<file path="src/design/mem_cfg_pkg.sv">
package mem_cfg_pkg;

   // bus widths
   localparam int DATA_W = 32;
   localparam int ADDR_W = 32;
   localparam int STRB_W = DATA_W / 8;

   // sram is 1 KiB, 256 words
   localparam int SRAM_ADDR_W = 10;
   localparam int SRAM_WORD_AW = SRAM_ADDR_W - 2;
   localparam int SRAM_WORDS = 2 ** SRAM_WORD_AW;

   // boot image, 64 bytes at the top of the sram
   localparam int BOOTROM_ADDR_W = 6;
   localparam int BOOT_WORDS = 2 ** (BOOTROM_ADDR_W - 2);

   // word offset added to every address while in boot mode
   localparam int BOOT_OFFSET_W = SRAM_WORDS - BOOT_WORDS;

   // dbus address bit that selects the boot register
   localparam int REG_SEL_BIT = 31;

endpackage

</file>
<file path="src/design/bus_split.sv">
`timescale 1ns/1ps

module bus_split import mem_cfg_pkg::*; (
   input  logic              i_clk,
   input  logic              i_rst_n,
   input  logic              i_dbus_valid,
   input  logic [ADDR_W-1:0] i_dbus_addr,
   input  logic [DATA_W-1:0] i_dbus_wdata,
   input  logic [STRB_W-1:0] i_dbus_wstrb,
   output logic [DATA_W-1:0] o_dbus_rdata,
   output logic              o_dbus_ready,
   output logic              o_mem_valid,
   output logic [ADDR_W-1:0] o_mem_addr,
   output logic [DATA_W-1:0] o_mem_wdata,
   output logic [STRB_W-1:0] o_mem_wstrb,
   input  logic [DATA_W-1:0] i_mem_rdata,
   input  logic              i_mem_ready,
   output logic              o_reg_valid,
   output logic [DATA_W-1:0] o_reg_wdata,
   output logic [STRB_W-1:0] o_reg_wstrb,
   input  logic [DATA_W-1:0] i_reg_rdata,
   input  logic              i_reg_ready
);

   logic sel_reg;
   logic pend;
   logic pend_reg;

   assign sel_reg = i_dbus_addr[REG_SEL_BIT];

   // request goes to one target only
   assign o_mem_valid = i_dbus_valid & ~sel_reg;
   assign o_mem_addr = i_dbus_addr;
   assign o_mem_wdata = i_dbus_wdata;
   assign o_mem_wstrb = i_dbus_wstrb;
   assign o_reg_valid = i_dbus_valid & sel_reg;
   assign o_reg_wdata = i_dbus_wdata;
   assign o_reg_wstrb = i_dbus_wstrb;

   // response comes from the target latched at request start
   assign o_dbus_ready = pend & (pend_reg ? i_reg_ready : i_mem_ready);
   assign o_dbus_rdata = pend_reg ? i_reg_rdata : i_mem_rdata;

   always_ff @(posedge i_clk or negedge i_rst_n) begin
      if (!i_rst_n) begin
         pend <= 1'b0;
         pend_reg <= 1'b0;
      end else if (!pend && i_dbus_valid) begin
         pend <= 1'b1;
         pend_reg <= sel_reg;
      end else if (o_dbus_ready) begin
         pend <= 1'b0;
      end
   end

endmodule

</file>
<file path="config.mk">
export PLATFORM = sky130hd
export DESIGN_NAME = bus_split
export DESIGN_NICKNAME = d
export VERILOG_FILES = /design/src/design/mem_cfg_pkg.sv /design/src/design/bus_split.sv
export SDC_FILE = /design/constraint.sdc
export NUM_CORES = 1
export LEC_CHECK = 0
export BUFFER_PORTS_ARGS = -buffer_cell sky130_fd_sc_hd__buf_2
export CORE_AREA = 2 2 107 109
export CTS_BUF_LIST = sky130_fd_sc_hd__clkbuf_8
export DETAILED_ROUTE_END_ITERATION = 10
export DIE_AREA = 0 0 109 111
export GPL_TIMING_DRIVEN = 0
export SETUP_SLACK_MARGIN = 0.5
export SYNTH_ARGS = -nofsm -noshare
export SYNTH_HDL_FRONTEND = slang
export SYNTH_SLANG_ARGS = --single-unit
</file>
<file path="constraint.sdc">
create_clock -name i_clk -period 1.2 [get_ports i_clk]
set_clock_uncertainty 0.05 [all_clocks]
set_input_delay 0.24 -clock i_clk [delete_from_list [all_inputs] [get_ports i_clk]]
set_output_delay 0.24 -clock i_clk [all_outputs]
set_load 0.02 [all_outputs]
</file>
==> results.ini <==
[timing]
fin_crit_sh_pct = 136
layout_setup_ws_ps = -433
finalSetupViolCount = 33
tightestPinTransition_ps = 185
period_needed_ps = 1630
rsz0062_at_grt = yes
final_max_slew_viol_count = 0
hold_viol_final = 0
tns_ps = -13440
fmax_mhz = 612
worst_hold_slack_ps = 234
slew-limit-headroom_pct = 87.4

[routing]
antenna_left = 0
avgViaCountPerCell = 3.42
route.detailed.drc = 0
drtIter0Drc = 27
route.vias.total = 1728
totalWireLength_um = 6110
wire_per_inst_um = 12.1
dr.pass1.iters = 4

[logic_synthesis]
synth-simple-area-share_pct = 1.76
synth_cell_types = 10
syn_area_mm2 = 0.00143
synth_compound_area_share_pct = 0.527
synthAdderAreaFrac_pct = 0
synth_nets = 286
yosysTopAreaCell = buf_4
seq_area_frac_synth_pct = 3.51
synth_top_family_by_area = buffers and inverters
ys_ff_latch = 2
synth_cells = 149
synth_xor_area_share_pct = 0
synth_top_area_share_pct = 54.8
yosysWarnings = 0
syn_avg_cell_area_um2 = 9.56
synth_mux_area_share_pct = 34.4
yosys-top-cells-area = buf_4, mux2_4, buf_12

[grt]
antenna_found_initial = 0
first_global_vias = 1725
globalRoute.totalOverflow = 0
grt_pass1_wl_um = 8150
grt_util_all_layers_pct = 8.43
grt_max_degree = 11

[place]
place_congestion = 0.641
place_hpwl_um = 4130
io_buffer_count = 208
placed_cells = 500
post_dp_cell_area_mm2 = 0.00266

[power_and_ir_drop]
combPwrFrac_pct = 90.1
peakVddDrop_uv = 669
power_frac_clock_pct = 6.8
p_int_mw = 2.38
p_sw_share_pct = 39.4
p_switching_mw = 1.55
power_leakage_nw = 2.10
power_density_mw_per_mm2 = 999
seqPwrFrac_pct = 3.1

[clock_tree]
clkTransAtPathRegs_ps = 30
clockBufferDepth = 2
clk_latency_ps = 210
cts_num_sinks = 2
root_buffer = clkbuf_8
tritoncts = done
cts_max_level = 1
cts_buffers = 3

[floorplanning]
die_h_um = 111
die_w_um = 109
start_util_pct = 12.9
die-area_mm2 = 0.0121
core_area_mm2 = 0.0111
num_io_pins = 276
num_rows = 39

[critical_path]
critPathRequiredTime_ps = 910
r2r-end = pend
endpoint = o_dbus_rdata[22]
critPathArrivalTime_ps = 1340
timing.reg2reg.setup_slack_ps = 70
critPathLaunch = pend_reg
r2r_start = pend_reg
start_kind = flop
cp_max_fo = 10
timing.setup.critical_path_class = flop to output port
endpoint_kind = output port
reg2regPathDepth = 4

[final_layout]
instances_no_fill = 506
final_common_cell = buf_6
num-nets-final = 502
fin_area_mm2 = 0.00394
fin_util_pct = 35.5
layout_common_cells = buf_6, buf_2, mux2_4
n_antenna_cell = 0
area_growth_pct = 176
nFillCells = 1109
largest_register_ffs = 2
drive_gt1_share_pct = 98.9

[outcome]
failed_checks = setup timing
outcome = finished with violations

[flow_run]
maxCapViolCount = 0

[hold_path]
hold_path.class = input port to flop

## cells by family (layout without fill, tap and decap cells)
family / after synthesis / after routing
buffers and inverters: 108 / 322
multiplexers: 34 / 34
AND/OR/NAND/NOR: 4 / 4
flip-flops: 2 / 2
AO/OA/AOI/OAI: 1 / 1
## through the flow
stage	power [mW]	setup WS, ps
4_1_cts	3.77	-441
5_1_grt	4.12	-457
2_1_floorplan	2.24	-54.4
3_5_place_dp	2.92	-240
3_3_place_gp	2.89	-226
6_report	3.93	-433
## layout make-up
cell class,count,area (µm²),share of cell area (%)
Timing Repair Buffer,211,1870,47.5
Buffer,108,1250,31.8
Tap cell,143,179,4.55
Sequential cell,2,50.0,1.27
Multi-Input combinational cell,39,546,13.9
Clock buffer,3,41.3,1.05
## power groups by stage
stage	clock, mW	combinational (mW)	sequential (mW)
floorplan	0	2.12	0.113
finish	0.267	3.54	0.121
detailed placement	0	2.81	0.117
CTS	0.273	3.38	0.119
global route	0.287	3.70	0.127
global placement	0	2.78	0.115
## synth_stat cells
cell type	count
buf_6	1
dfrtp_1	2
nor2b_1	3
buf_12	3
mux2_2	4
a21o_1	1
and2_1	1
mux2i_1	1
mux2_4	29
buf_4	104
## worst max-delay path: stages (launching register included)
cell	delay [ps]
dfrtp_1	370
buf_8	150
buf_12	150
mux2_4	290
buf_2	160
## worst min-delay path by stage
stage                     from       end  slack (ps)  cells after the start
2_1_floorplan          i_rst_n      pend        -110                      0
3_3_place_gp           i_rst_n      pend         -20                      1
3_5_place_dp           i_rst_n      pend         -20                      1
4_1_cts        i_dbus_addr[31]  pend_reg         230                      2
5_1_grt        i_dbus_addr[31]  pend_reg         230                      2
6_report       i_dbus_addr[31]  pend_reg         230                      2
## repair_timing
item | CTS | global route
setup buffers | 2 | 0
resized for setup | 338 | 27
hold buffers | 1 | 0
hold endpoints to repair | 2 | 0
pin swaps | 2 | 0
setup endpoints to repair | 141 | 141
## layer usage
layer	vias to the layer above	track usage [%]	share of wire, %
met4	0	2.65	1.6
li1	805	-	-
met1	784	6.94	27
met5	-	0	0
met3	10	1.53	10
met2	129	18.6	61
No activity file was read; power rests on OpenSTA's default activity.
