File: src/design/boot_pkg.sv
package boot_pkg;

   // boot controller sequence
   typedef enum logic [1:0] {
      COPY,
      RUN_BOOT,
      RST_PULSE,
      RUN
   } boot_state_t;

   // who owns the sram instruction port
   typedef enum logic {
      SRC_BOOT,
      SRC_CPU
   } merge_src_t;

   // cpu reset length when leaving boot mode, in cycles
   localparam int RST_PULSE_CYC = 4;

endpackage

File: src/design/mem_cfg_pkg.sv
package mem_cfg_pkg;

   // bus widths
   localparam int DATA_W = 32;
   localparam int ADDR_W = 32;
   localparam int STRB_W = DATA_W / 8;

   // sram is 1 KiB, 256 words
   localparam int SRAM_ADDR_W = 10;
   localparam int SRAM_WORD_AW = SRAM_ADDR_W - 2;
   localparam int SRAM_WORDS = 2 ** SRAM_WORD_AW;

   // boot image, 64 bytes at the top of the sram
   localparam int BOOTROM_ADDR_W = 6;
   localparam int BOOT_WORDS = 2 ** (BOOTROM_ADDR_W - 2);

   // word offset added to every address while in boot mode
   localparam int BOOT_OFFSET_W = SRAM_WORDS - BOOT_WORDS;

   // dbus address bit that selects the boot register
   localparam int REG_SEL_BIT = 31;

endpackage

File: src/design/bus_merge.sv
`timescale 1ns/1ps

module bus_merge import mem_cfg_pkg::*; import boot_pkg::*; (
   input  logic                    i_clk,
   input  logic                    i_rst_n,
   input  logic                    i_bw_valid,
   input  logic [SRAM_WORD_AW-1:0] i_bw_addr,
   input  logic [DATA_W-1:0]       i_bw_wdata,
   input  logic [STRB_W-1:0]       i_bw_wstrb,
   output logic                    o_bw_ready,
   input  logic                    i_cpu_valid,
   input  logic [SRAM_WORD_AW-1:0] i_cpu_addr,
   input  logic [DATA_W-1:0]       i_cpu_wdata,
   input  logic [STRB_W-1:0]       i_cpu_wstrb,
   output logic [DATA_W-1:0]       o_cpu_rdata,
   output logic                    o_cpu_ready,
   output logic                    o_mem_valid,
   output logic [SRAM_WORD_AW-1:0] o_mem_addr,
   output logic [DATA_W-1:0]       o_mem_wdata,
   output logic [STRB_W-1:0]       o_mem_wstrb,
   input  logic [DATA_W-1:0]       i_mem_rdata,
   input  logic                    i_mem_ready
);

   merge_src_t grant;
   merge_src_t sel;
   logic       busy;

   // boot writer wins a fresh arbitration, a held grant is kept
   always_comb begin
      if (busy) begin
         sel = grant;
      end else if (i_bw_valid) begin
         sel = SRC_BOOT;
      end else begin
         sel = SRC_CPU;
      end
   end

   assign o_mem_valid = (sel == SRC_BOOT) ? i_bw_valid : i_cpu_valid;
   assign o_mem_addr = (sel == SRC_BOOT) ? i_bw_addr : i_cpu_addr;
   assign o_mem_wdata = (sel == SRC_BOOT) ? i_bw_wdata : i_cpu_wdata;
   assign o_mem_wstrb = (sel == SRC_BOOT) ? i_bw_wstrb : i_cpu_wstrb;

   assign o_bw_ready = i_mem_ready & (sel == SRC_BOOT);
   assign o_cpu_ready = i_mem_ready & (sel == SRC_CPU);
   assign o_cpu_rdata = i_mem_rdata;

   always_ff @(posedge i_clk or negedge i_rst_n) begin
      if (!i_rst_n) begin
         busy <= 1'b0;
         grant <= SRC_BOOT;
      end else if (!busy && (i_bw_valid || i_cpu_valid)) begin
         busy <= 1'b1;
         grant <= sel;
      end else if (busy && i_mem_ready) begin
         busy <= 1'b0;
      end
   end

endmodule

File: config.mk
export PLATFORM = sky130hd
export DESIGN_NAME = bus_merge
export DESIGN_NICKNAME = d
export VERILOG_FILES = /design/src/design/boot_pkg.sv /design/src/design/mem_cfg_pkg.sv /design/src/design/bus_merge.sv
export SDC_FILE = /design/constraint.sdc
export NUM_CORES = 1
export LEC_CHECK = 0
export CAP_MARGIN = 10
export CORE_AREA = 2 2 78 80
export CTS_BUF_LIST = sky130_fd_sc_hd__clkbuf_4
export DETAILED_ROUTE_END_ITERATION = 7
export DIE_AREA = 0 0 80 82
export DONT_BUFFER_PORTS = 1
export GPL_TIMING_DRIVEN = 1
export SYNTH_ARGS = -nofsm -noshare
export SYNTH_HDL_FRONTEND = slang
export SYNTH_SLANG_ARGS = --single-unit
File: constraint.sdc
create_clock -name i_clk -period 2.4 [get_ports i_clk]
set_input_delay 0.48 -clock i_clk [delete_from_list [all_inputs] [get_ports i_clk]]
set_output_delay 0.48 -clock i_clk [all_outputs]
set_load 0.005 [all_outputs]
==> results by group <==
Outcome
  • Outcome: completed

Timing
  • Max-slew violation count: 0
  • Minimum hold slack: 337.6 ps
  • Actual slew at the worst max-slew pin: 305.9 ps
  • Endpoints failing setup: 0
  • Max frequency: 486.0 MHz
  • Final worst-path cycle share: 0.8573
  • Final TNS setup: 0 ps
  • Final hold vios: 0
  • Worst slew margin: 0.7951
  • Clock skew: 2.564 ps
  • RSZ-0062 raised after global routing: no
  • Fin crit period: 2058 ps

GRT
  • Met1 usage: 0.06124
  • Met2 GRT Util: 0.1242
  • Total GRT Usage: 0.06866
  • First-pass GRT wire length: 3249 um
  • Global route overflow: 0
  • Vias in the first global route: 639
  • Most Crowded Layer GR: met2
  • Met3 usage in global routing: 0.03407
  • Pin count of the biggest net entering global routing: 37
  • Antenna violations before repair: 0

Setup path
  • CP Launch Type: register
  • CP Capture Type: output pin
  • Worst Path Buf+Inv: 1
  • Worst EP arrival: 1580 ps
  • Crit-path max FO: 36
  • Critical Path, Cell by Cell: nand2b_1, o21ai_4, buf_12, mux2_2
  • Slowest cell on the critical path: dfrtp_1
  • Max stage delay on crit path: 460 ps
  • Crit Path Class: reg2out
  • CP top delay family: flip-flops
  • Worst path required time: 1920 ps

Finish
  • FF/Latch Area: 50.05 um2
  • Area Overhead vs Synth: -15.83%
  • Commonest cells after routing, fill and taps aside: 44 x mux2_2, 4 x inv_1, 4 x a21oi_1, 3 x clkbuf_4, 2 x dfrtp_1
  • Final-stage net count: 193
  • Number of fillers in the final layout: 661
  • N_diodes: 0
  • Share of post-route cells with drive strength above 1: 0.7576
  • Multi-input logic area: 559.3 um2
  • Commonest non-fill, non-tap cell in the layout: mux2_2

Clock tree
  • CTS Buffer Depth: 2
  • CTS tree: yes
  • CTS Sinks: 2
  • Setup bufs post-CTS: 0
  • CTS H-tree lvls: 1
  • CTS Buf Count: 3
  • # hold bufs at CTS: 1
  • Skew-Pair Late Insertion Delay: 230 ps
  • Clock slew at reported path FFs: 30 ps
  • Cts repair resizes: 0
  • CTS root buffer: clkbuf_4

Die
  • Core box area: 5746 um2
  • Die H: 82 um
  • Starting density of the core: 0.1609
  • Die width: 80 um
  • Die area: 6560 um2
  • Top Ports: 204
  • Std cell rows: 28

Power
  • Switching pwr: 0.1623 mW
  • Cell Int Power: 0.2541 mW
  • Clock share of power: 0.185
  • Total Power: 0.4164 mW
  • Sw Share: 0.3898
  • VDD IR-drop max: 0.0003148 V
  • Comb pwr share: 0.705
  • Pwr dens: 535.0 nW/um2
  • Seq pwr share: 0.110
  • P_leak: 0.2685 nW

Min path
  • Worst hold path class: in2reg

Drt
  • 1st-iter DRT viols: 7
  • Post-route ant nets: 0
  • Total wire length: 2760 um
  • WL/cell: 19.57 um
  • DR vias: 582
  • Via-per-instance ratio: 4.128
  • First-pass DRT Iterations: 3
  • # DRC: 0

Yosys
  • Mapped Area: 924.6 um2
  • Avg Cell Area, Syn: 9.632 um2
  • Yosys reg bits: 2
  • Cells after Synth: 96
  • Sequential fraction of the synthesis area: 0.05413
  • Yosys cell types: 12
  • Syn Nets: 221
  • Yosys warnings: 0

Placement
  • Port buffer count: 0
  • GP Congestion: 0.6701

Run
  • Max-cap check violation count: 0
[layout make-up]
class,instances,area share
clock buffers,3,0.02894
inverters,4,0.01929
multi-input cells,54,0.7186
flip-flops and latches,2,0.06431
well taps,75,0.1206
repair buffers,3,0.04823
[Yosys cell counts]
cell type   n  area share
buf_4      32        0.26
mux2_2     44        0.54
a31oi_1     1      0.0068
a21oi_1     4       0.022
nor2_1      1      0.0041
inv_1       4       0.016
and2_1      1      0.0068
nor3_1      1      0.0054
nand2b_1    1      0.0068
o21ai_4     1       0.018
buf_8       4       0.065
dfrtp_1     2       0.054
[metal layers]
metal  part of all wire  wire [um]
met5                  0          0
met4              0.018         49
met3               0.16        442
met2               0.53       1462
met1               0.29        805
[flip-flops by register name, summed over array words and instances, names as in the netlist]
signal,cells
grant,1
busy,1
[path summary, 6_finish.rpt]
kind	from	to	slack [ps]	cells after the start
max	busy	o_mem_wdata[8]	340	4
min	i_mem_ready	busy	340	1
max reg2reg	busy	grant	1550	3
min reg2reg	grant	grant	550	2
max in group asynchronous	i_rst_n	grant	1790	1
min in group asynchronous	i_rst_n	busy	480	1
[power by group through the flow]
stage	logic (mW)	clock network (mW)	registers (mW)
6_report	0.294	0.0769	0.0459
5_1_grt	0.317	0.0865	0.0466
3_3_place_gp	0.291	0	0.0459
3_5_place_dp	0.296	0	0.0462
2_1_floorplan	0.321	0	0.0447
4_1_cts	0.301	0.0801	0.0460
[cells by family after synthesis]
logic type / count (synthesis) / share of synthesized area
compound gates: 6 / 0.04602
buf+inv: 40 / 0.3410
flops: 2 / 0.05413
mux: 44 / 0.5359
simple gates: 4 / 0.02300
[through the flow]
step	cell area (um2)	instances	setup slack, ps	utilization
global route	778.2	141	248.6	0.1355
floorplan	924.6	96	542.4	-
detailed placement	745.7	137	585.8	0.1298
finish	778.2	141	342.4	0.1355
CTS	778.2	141	323.3	0.1355
global placement	745.7	137	600.2	0.1298
Power figures use the tool's default switching activity.
