File: config.mk
export PLATFORM = sky130hd
export DESIGN_NAME = boot_ctrl
export DESIGN_NICKNAME = d
export VERILOG_FILES = /design/src/design/boot_pkg.sv /design/src/design/mem_cfg_pkg.sv /design/src/design/boot_ctrl.sv
export SDC_FILE = /design/constraint.sdc
export NUM_CORES = 1
export LEC_CHECK = 0
export BUFFER_PORTS_ARGS = -buffer_cell sky130_fd_sc_hd__buf_4
export CORE_UTILIZATION = 32
export CTS_CLUSTER_SIZE = 14
export DETAILED_ROUTE_END_ITERATION = 12
export GPL_ROUTABILITY_DRIVEN = 0
export PLACE_DENSITY = 0.77
export SYNTH_ARGS = -nofsm -noshare
export SYNTH_HDL_FRONTEND = slang
export SYNTH_SLANG_ARGS = --single-unit
File: constraint.sdc
create_clock -name i_clk -period 1.2 [get_ports i_clk]
set_clock_uncertainty 0.05 [all_clocks]
set_input_delay 0.12 -clock i_clk [delete_from_list [all_inputs] [get_ports i_clk]]
set_output_delay 0.12 -clock i_clk [all_outputs]
set_load 0.02 [all_outputs]
File: src/boot_rom.hex
// boot image, one 32-bit word per line in hex, word 0 first
00000093
00000113
800001b7
00018213
00100293
00520023
00a00313
00628333
fff30313
fe031ce3
0001a023
00000013
00000013
00000013
0000006f
5a5aa5a5

File: src/design/boot_pkg.sv
package boot_pkg;

   // boot controller sequence
   typedef enum logic [1:0] {
      COPY,
      RUN_BOOT,
      RST_PULSE,
      RUN
   } boot_state_t;

   // who owns the sram instruction port
   typedef enum logic {
      SRC_BOOT,
      SRC_CPU
   } merge_src_t;

   // cpu reset length when leaving boot mode, in cycles
   localparam int RST_PULSE_CYC = 4;

endpackage

File: src/design/mem_cfg_pkg.sv
package mem_cfg_pkg;

   // bus widths
   localparam int DATA_W = 32;
   localparam int ADDR_W = 32;
   localparam int STRB_W = DATA_W / 8;

   // sram is 1 KiB, 256 words
   localparam int SRAM_ADDR_W = 10;
   localparam int SRAM_WORD_AW = SRAM_ADDR_W - 2;
   localparam int SRAM_WORDS = 2 ** SRAM_WORD_AW;

   // boot image, 64 bytes at the top of the sram
   localparam int BOOTROM_ADDR_W = 6;
   localparam int BOOT_WORDS = 2 ** (BOOTROM_ADDR_W - 2);

   // word offset added to every address while in boot mode
   localparam int BOOT_OFFSET_W = SRAM_WORDS - BOOT_WORDS;

   // dbus address bit that selects the boot register
   localparam int REG_SEL_BIT = 31;

endpackage

File: src/design/boot_ctrl.sv
`timescale 1ns/1ps

module boot_ctrl import mem_cfg_pkg::*; import boot_pkg::*; (
   input  logic                    i_clk,
   input  logic                    i_rst_n,
   output logic                    o_boot,
   output logic                    o_cpu_reset,
   input  logic                    i_reg_valid,
   input  logic [DATA_W-1:0]       i_reg_wdata,
   input  logic [STRB_W-1:0]       i_reg_wstrb,
   output logic [DATA_W-1:0]       o_reg_rdata,
   output logic                    o_reg_ready,
   output logic                    o_bw_valid,
   output logic [SRAM_WORD_AW-1:0] o_bw_addr,
   output logic [DATA_W-1:0]       o_bw_wdata,
   output logic [STRB_W-1:0]       o_bw_wstrb,
   input  logic                    i_bw_ready
);

   localparam int IDX_W = BOOTROM_ADDR_W - 2;
   localparam int CNT_W = $clog2(RST_PULSE_CYC + 1);
   localparam logic [SRAM_WORD_AW-1:0] BOOT_BASE = SRAM_WORD_AW'(BOOT_OFFSET_W);

   logic [DATA_W-1:0] rom [BOOT_WORDS];
   boot_state_t       state;
   logic [IDX_W-1:0]  idx;
   logic [CNT_W-1:0]  pulse_cnt;
   logic              reg_wr;

   initial begin
      $readmemh("/design/src/boot_rom.hex", rom);
   end

   // boot image word idx goes to the top region
   assign o_bw_addr = BOOT_BASE + SRAM_WORD_AW'(idx);
   assign o_bw_wdata = rom[idx];
   assign o_bw_wstrb = {STRB_W{o_bw_valid}};

   // register only holds the boot bit
   assign o_reg_rdata = {{(DATA_W-1){1'b0}}, o_boot};
   assign reg_wr = i_reg_valid & ~o_reg_ready & i_reg_wstrb[0];

   always_ff @(posedge i_clk or negedge i_rst_n) begin
      if (!i_rst_n) begin
         state <= COPY;
         idx <= '0;
         pulse_cnt <= '0;
         o_bw_valid <= 1'b0;
         o_boot <= 1'b1;
         o_cpu_reset <= 1'b1;
         o_reg_ready <= 1'b0;
      end else begin
         o_reg_ready <= i_reg_valid & ~o_reg_ready;
         case (state)
            COPY: begin
               o_bw_valid <= 1'b1;
               if (o_bw_valid && i_bw_ready) begin
                  if (idx == IDX_W'(BOOT_WORDS - 1)) begin
                     // image done, let the cpu run the boot code
                     o_bw_valid <= 1'b0;
                     o_cpu_reset <= 1'b0;
                     state <= RUN_BOOT;
                  end else begin
                     idx <= idx + 1'b1;
                  end
               end
            end
            RUN_BOOT: begin
               if (reg_wr && !i_reg_wdata[0]) begin
                  o_boot <= 1'b0;
                  o_cpu_reset <= 1'b1;
                  pulse_cnt <= '0;
                  state <= RST_PULSE;
               end
            end
            RST_PULSE: begin
               pulse_cnt <= pulse_cnt + 1'b1;
               if (pulse_cnt == CNT_W'(RST_PULSE_CYC - 1)) begin
                  o_cpu_reset <= 1'b0;
                  state <= RUN;
               end
            end
            default: begin
               // normal operation, nothing left to do
               state <= RUN;
            end
         endcase
      end
   end

endmodule

==> flow_metrics.env <==
export IMPL_synth_seq_cells=13
export IMPL_synth_avg_cell_area_um2=8.94
export IMPL_rr_endpoint="idx[3]"
export IMPL_synthAdderAreaFrac_pct=3.23
export IMPL_yosys_area_share_xor_xnor_pct=1.51
export IMPL_core_rowCount=21
export IMPL_period_share_pct=109
export IMPL_grt_pass1_vias=556
export IMPL_setup_tns_ns=-0.250
export IMPL_syn_to_final_growth_pct=12.6
export IMPL_grt_overflow_total=0
export IMPL_dp_hpwl_um=1190
export IMPL_die_area_mm2=0.00388
export IMPL_wire_per_inst_um=7.68
export IMPL_seq_area_um2=332
export IMPL_reg2reg_depth=3
export IMPL_first_pass_iters=4
export IMPL_antenna_found_initial=0
export IMPL_htreeDepth=1
export IMPL_grt_total_usage_pct=7.76
export IMPL_status="complete, but fails checks"
export IMPL_grt_max_degree=14
export IMPL_clk_pin_slew_ns=0.08
export IMPL_multiInputGateArea_um2=591
export IMPL_fmax_mhz=767
export IMPL_synth_area_leaders="buf_4 47%, dfrtp_1 24%, dfstp_2 4.5%"
export IMPL_worst_slack_ns=-0.104
export IMPL_final_cell_mix="67 x conb_1, 34 x buf_4, 8 x dfrtp_1"
export IMPL_rsz0062_at_grt="true"
export IMPL_worstReg2RegStart="state[0]"
export IMPL_drc_errors=0
export IMPL_drive_above_1_share_pct=35.6
export IMPL_place_area_mm2=0.00117
export IMPL_ys_seq_area_share_pct=28.2
export IMPL_cts_tree="done"
export IMPL_final_common_cell="conb_1"
export IMPL_cp_cell_sequence="and4bb_2, nand4_1, mux2_4"
export IMPL_path_depth=3
export IMPL_vias=724
export IMPL_cpPeakStageDelay_ns=0.38
export IMPL_start_util_pct=34.0
export IMPL_clock_path_buffers=2
export IMPL_cts_sinks=13
export IMPL_fin_cells=209
export IMPL_core_area_mm2=0.00342
export IMPL_setup_viol=5
export IMPL_grt_pass1_wl_um=2350
export IMPL_worst_setup_path_end_kind="register"
export IMPL_cp_start_kind="register"
export IMPL_period_needed_ns=1.30
export IMPL_yosysTopAreaCell="buf_4"
export IMPL_crit_slowest_cell="dfrtp_1"
export IMPL_hold_ws_ns=0.0366
export IMPL_p_leak_nw=0.687
export IMPL_pwr_density_cell_mw_per_mm2=1690
export IMPL_syn_inst=130
export IMPL_fillers=355
export IMPL_final_area_mm2=0.00131
export IMPL_synthMuxAreaShare_pct=2.80
export IMPL_dp_cells=198
export IMPL_clock_latency_ns=0.27
export IMPL_drv_max_cap_violation_count=0
export IMPL_via_per_inst=3.46
export IMPL_crit_path_end="idx[3]"
export IMPL_synth_warnings=0
export IMPL_die_y_um=62.3
export IMPL_yosys_cell_types_count=28
export IMPL_regToRegSetupSlack_ns=-0.10
export IMPL_synth_top_area_share_pct=46.5
export IMPL_arrival_ns=1.40
export IMPL_synth_simple_gate_area_share_pct=10.2
export IMPL_ant_nets=0
export IMPL_ir_worst_vdd_v=0.000514
export IMPL_num_antenna_cells=0
export IMPL_synth_top_family_by_area="buffers and inverters"
export IMPL_holdCritPathClass="in2reg"
export IMPL_crit_required_ns=1.30
export IMPL_final_max_slew_viol_count=0
export IMPL_fp_dieW_um=62.3
export IMPL_cp_max_fo=3
export IMPL_fin_nets=207
export IMPL_ctsRootBufferMaster="clkbuf_4"
export IMPL_violations="negative setup slack"
export IMPL_io_pins=120
export IMPL_crit_buf_inv=0
export IMPL_numCtsBuffers=3
export IMPL_wl_um=1610
export IMPL_dr_first_iter_drc_count=12
export IMPL_syn_area_mm2=0.00116
export IMPL_cp_top_family="simple AND/OR/NAND/NOR gates"
export IMPL_crit_path_start="state[0]"
export IMPL_path_class="reg2reg"
export IMPL_power_w=0.00221
export IMPL_synth_compound_area_share_pct=5.81
export IMPL_finalHoldViolCount=0
export IMPL_portBuffers=18
worst min-delay path by stage:
stage	from	slack (ns)	end	cells past startpoint
3_3_place_gp	i_rst_n	-0.08	o_reg_ready	1
3_5_place_dp	i_rst_n	-0.07	o_reg_ready	1
4_1_cts	i_reg_valid	0.03	o_reg_ready	2
5_1_grt	i_reg_valid	0.04	o_reg_ready	2
2_1_floorplan	i_rst_n	-0.23	idx[0]	0
6_report	i_reg_valid	0.04	o_reg_ready	2
sequential cells by signal, summed over array words and instances (netlist names):
register,count
o_reg_ready,1
state,2
o_bw_valid,1
o_cpu_reset,1
pulse_cnt,3
o_boot,1
idx,4
worst register-to-register path: stages (launching register included):
cell and delay (ns):
dfrtp_1 0.38, and4bb_2 0.33, nand4_1 0.11, mux2_4 0.32
stage by stage:
step	utilization (%)	setup WS, ns
2_1_floorplan	-	-0.105
3_3_place_gp	34.4	-0.111
3_5_place_dp	34.4	-0.162
4_1_cts	37.4	-0.105
5_1_grt	38.3	-0.147
6_report	38.3	-0.104
cell families after synthesis:
logic type | Yosys count
other | 2
buffers and inverters | 75
DFF | 13
muxes | 3
AOI/OAI and AO/OA | 11
adders and majority gates | 3
and+or+nand+nor | 21
xor gates and xnor gates | 2
power breakdown:
group / total (W) / internal, W / switching (W)
clock: 0.000257 / 0.000128 / 0.000129
sequential: 0.000716 / 0.000601 / 0.000115
combinational: 0.00124 / 0.000595 / 0.000645
total: 0.00221 / 0.00132 / 0.000889
routing by layer:
| metal | global-route usage [%] | part of all wire, % |
|---|---|---|
| met1 | 9.11 | 39 |
| met2 | 12.8 | 51 |
| met3 | 4.23 | 10 |
| met4 | 0.872 | 0 |
| met5 | 0 | 0 |
what timing repair did:
item	4_1_cts	5_1_grt
setup buffers	5	2
gates resized for setup	8	8
hold buffers	1	0
endpoints found under the setup margin	5	13
hold endpoints to repair	13	0
pin swaps	5	4
cell usage after synthesis:
library cell,number
mux2_1,2
dfstp_2,2
mux2i_1,1
a21oi_1,1
buf_4,72
nand2b_1,1
nand4_1,1
o21ai_1,1
nor2_1,3
and4bb_1,2
xnor2_1,2
a31oi_1,1
nand3_1,1
o21ai_0,2
nor2b_1,4
dfrtp_1,11
nand3b_1,1
clkbuf_1,1
o22ai_1,3
nand2_1,7
and2_1,1
o21a_1,1
o31ai_1,1
buf_2,1
a21o_1,1
ha_1,3
inv_1,1
conb_1,2
final cells by class:
class | count | share of cell area, %
Sequential cell | 13 | 25.3
Multi-Input combinational cell | 107 | 45.1
Tap cell | 46 | 4.40
Inverter | 1 | 0.287
Clock buffer | 4 | 2.01
Timing Repair Buffer | 38 | 22.8
Note: power is estimated with default switching activity, not from simulation.
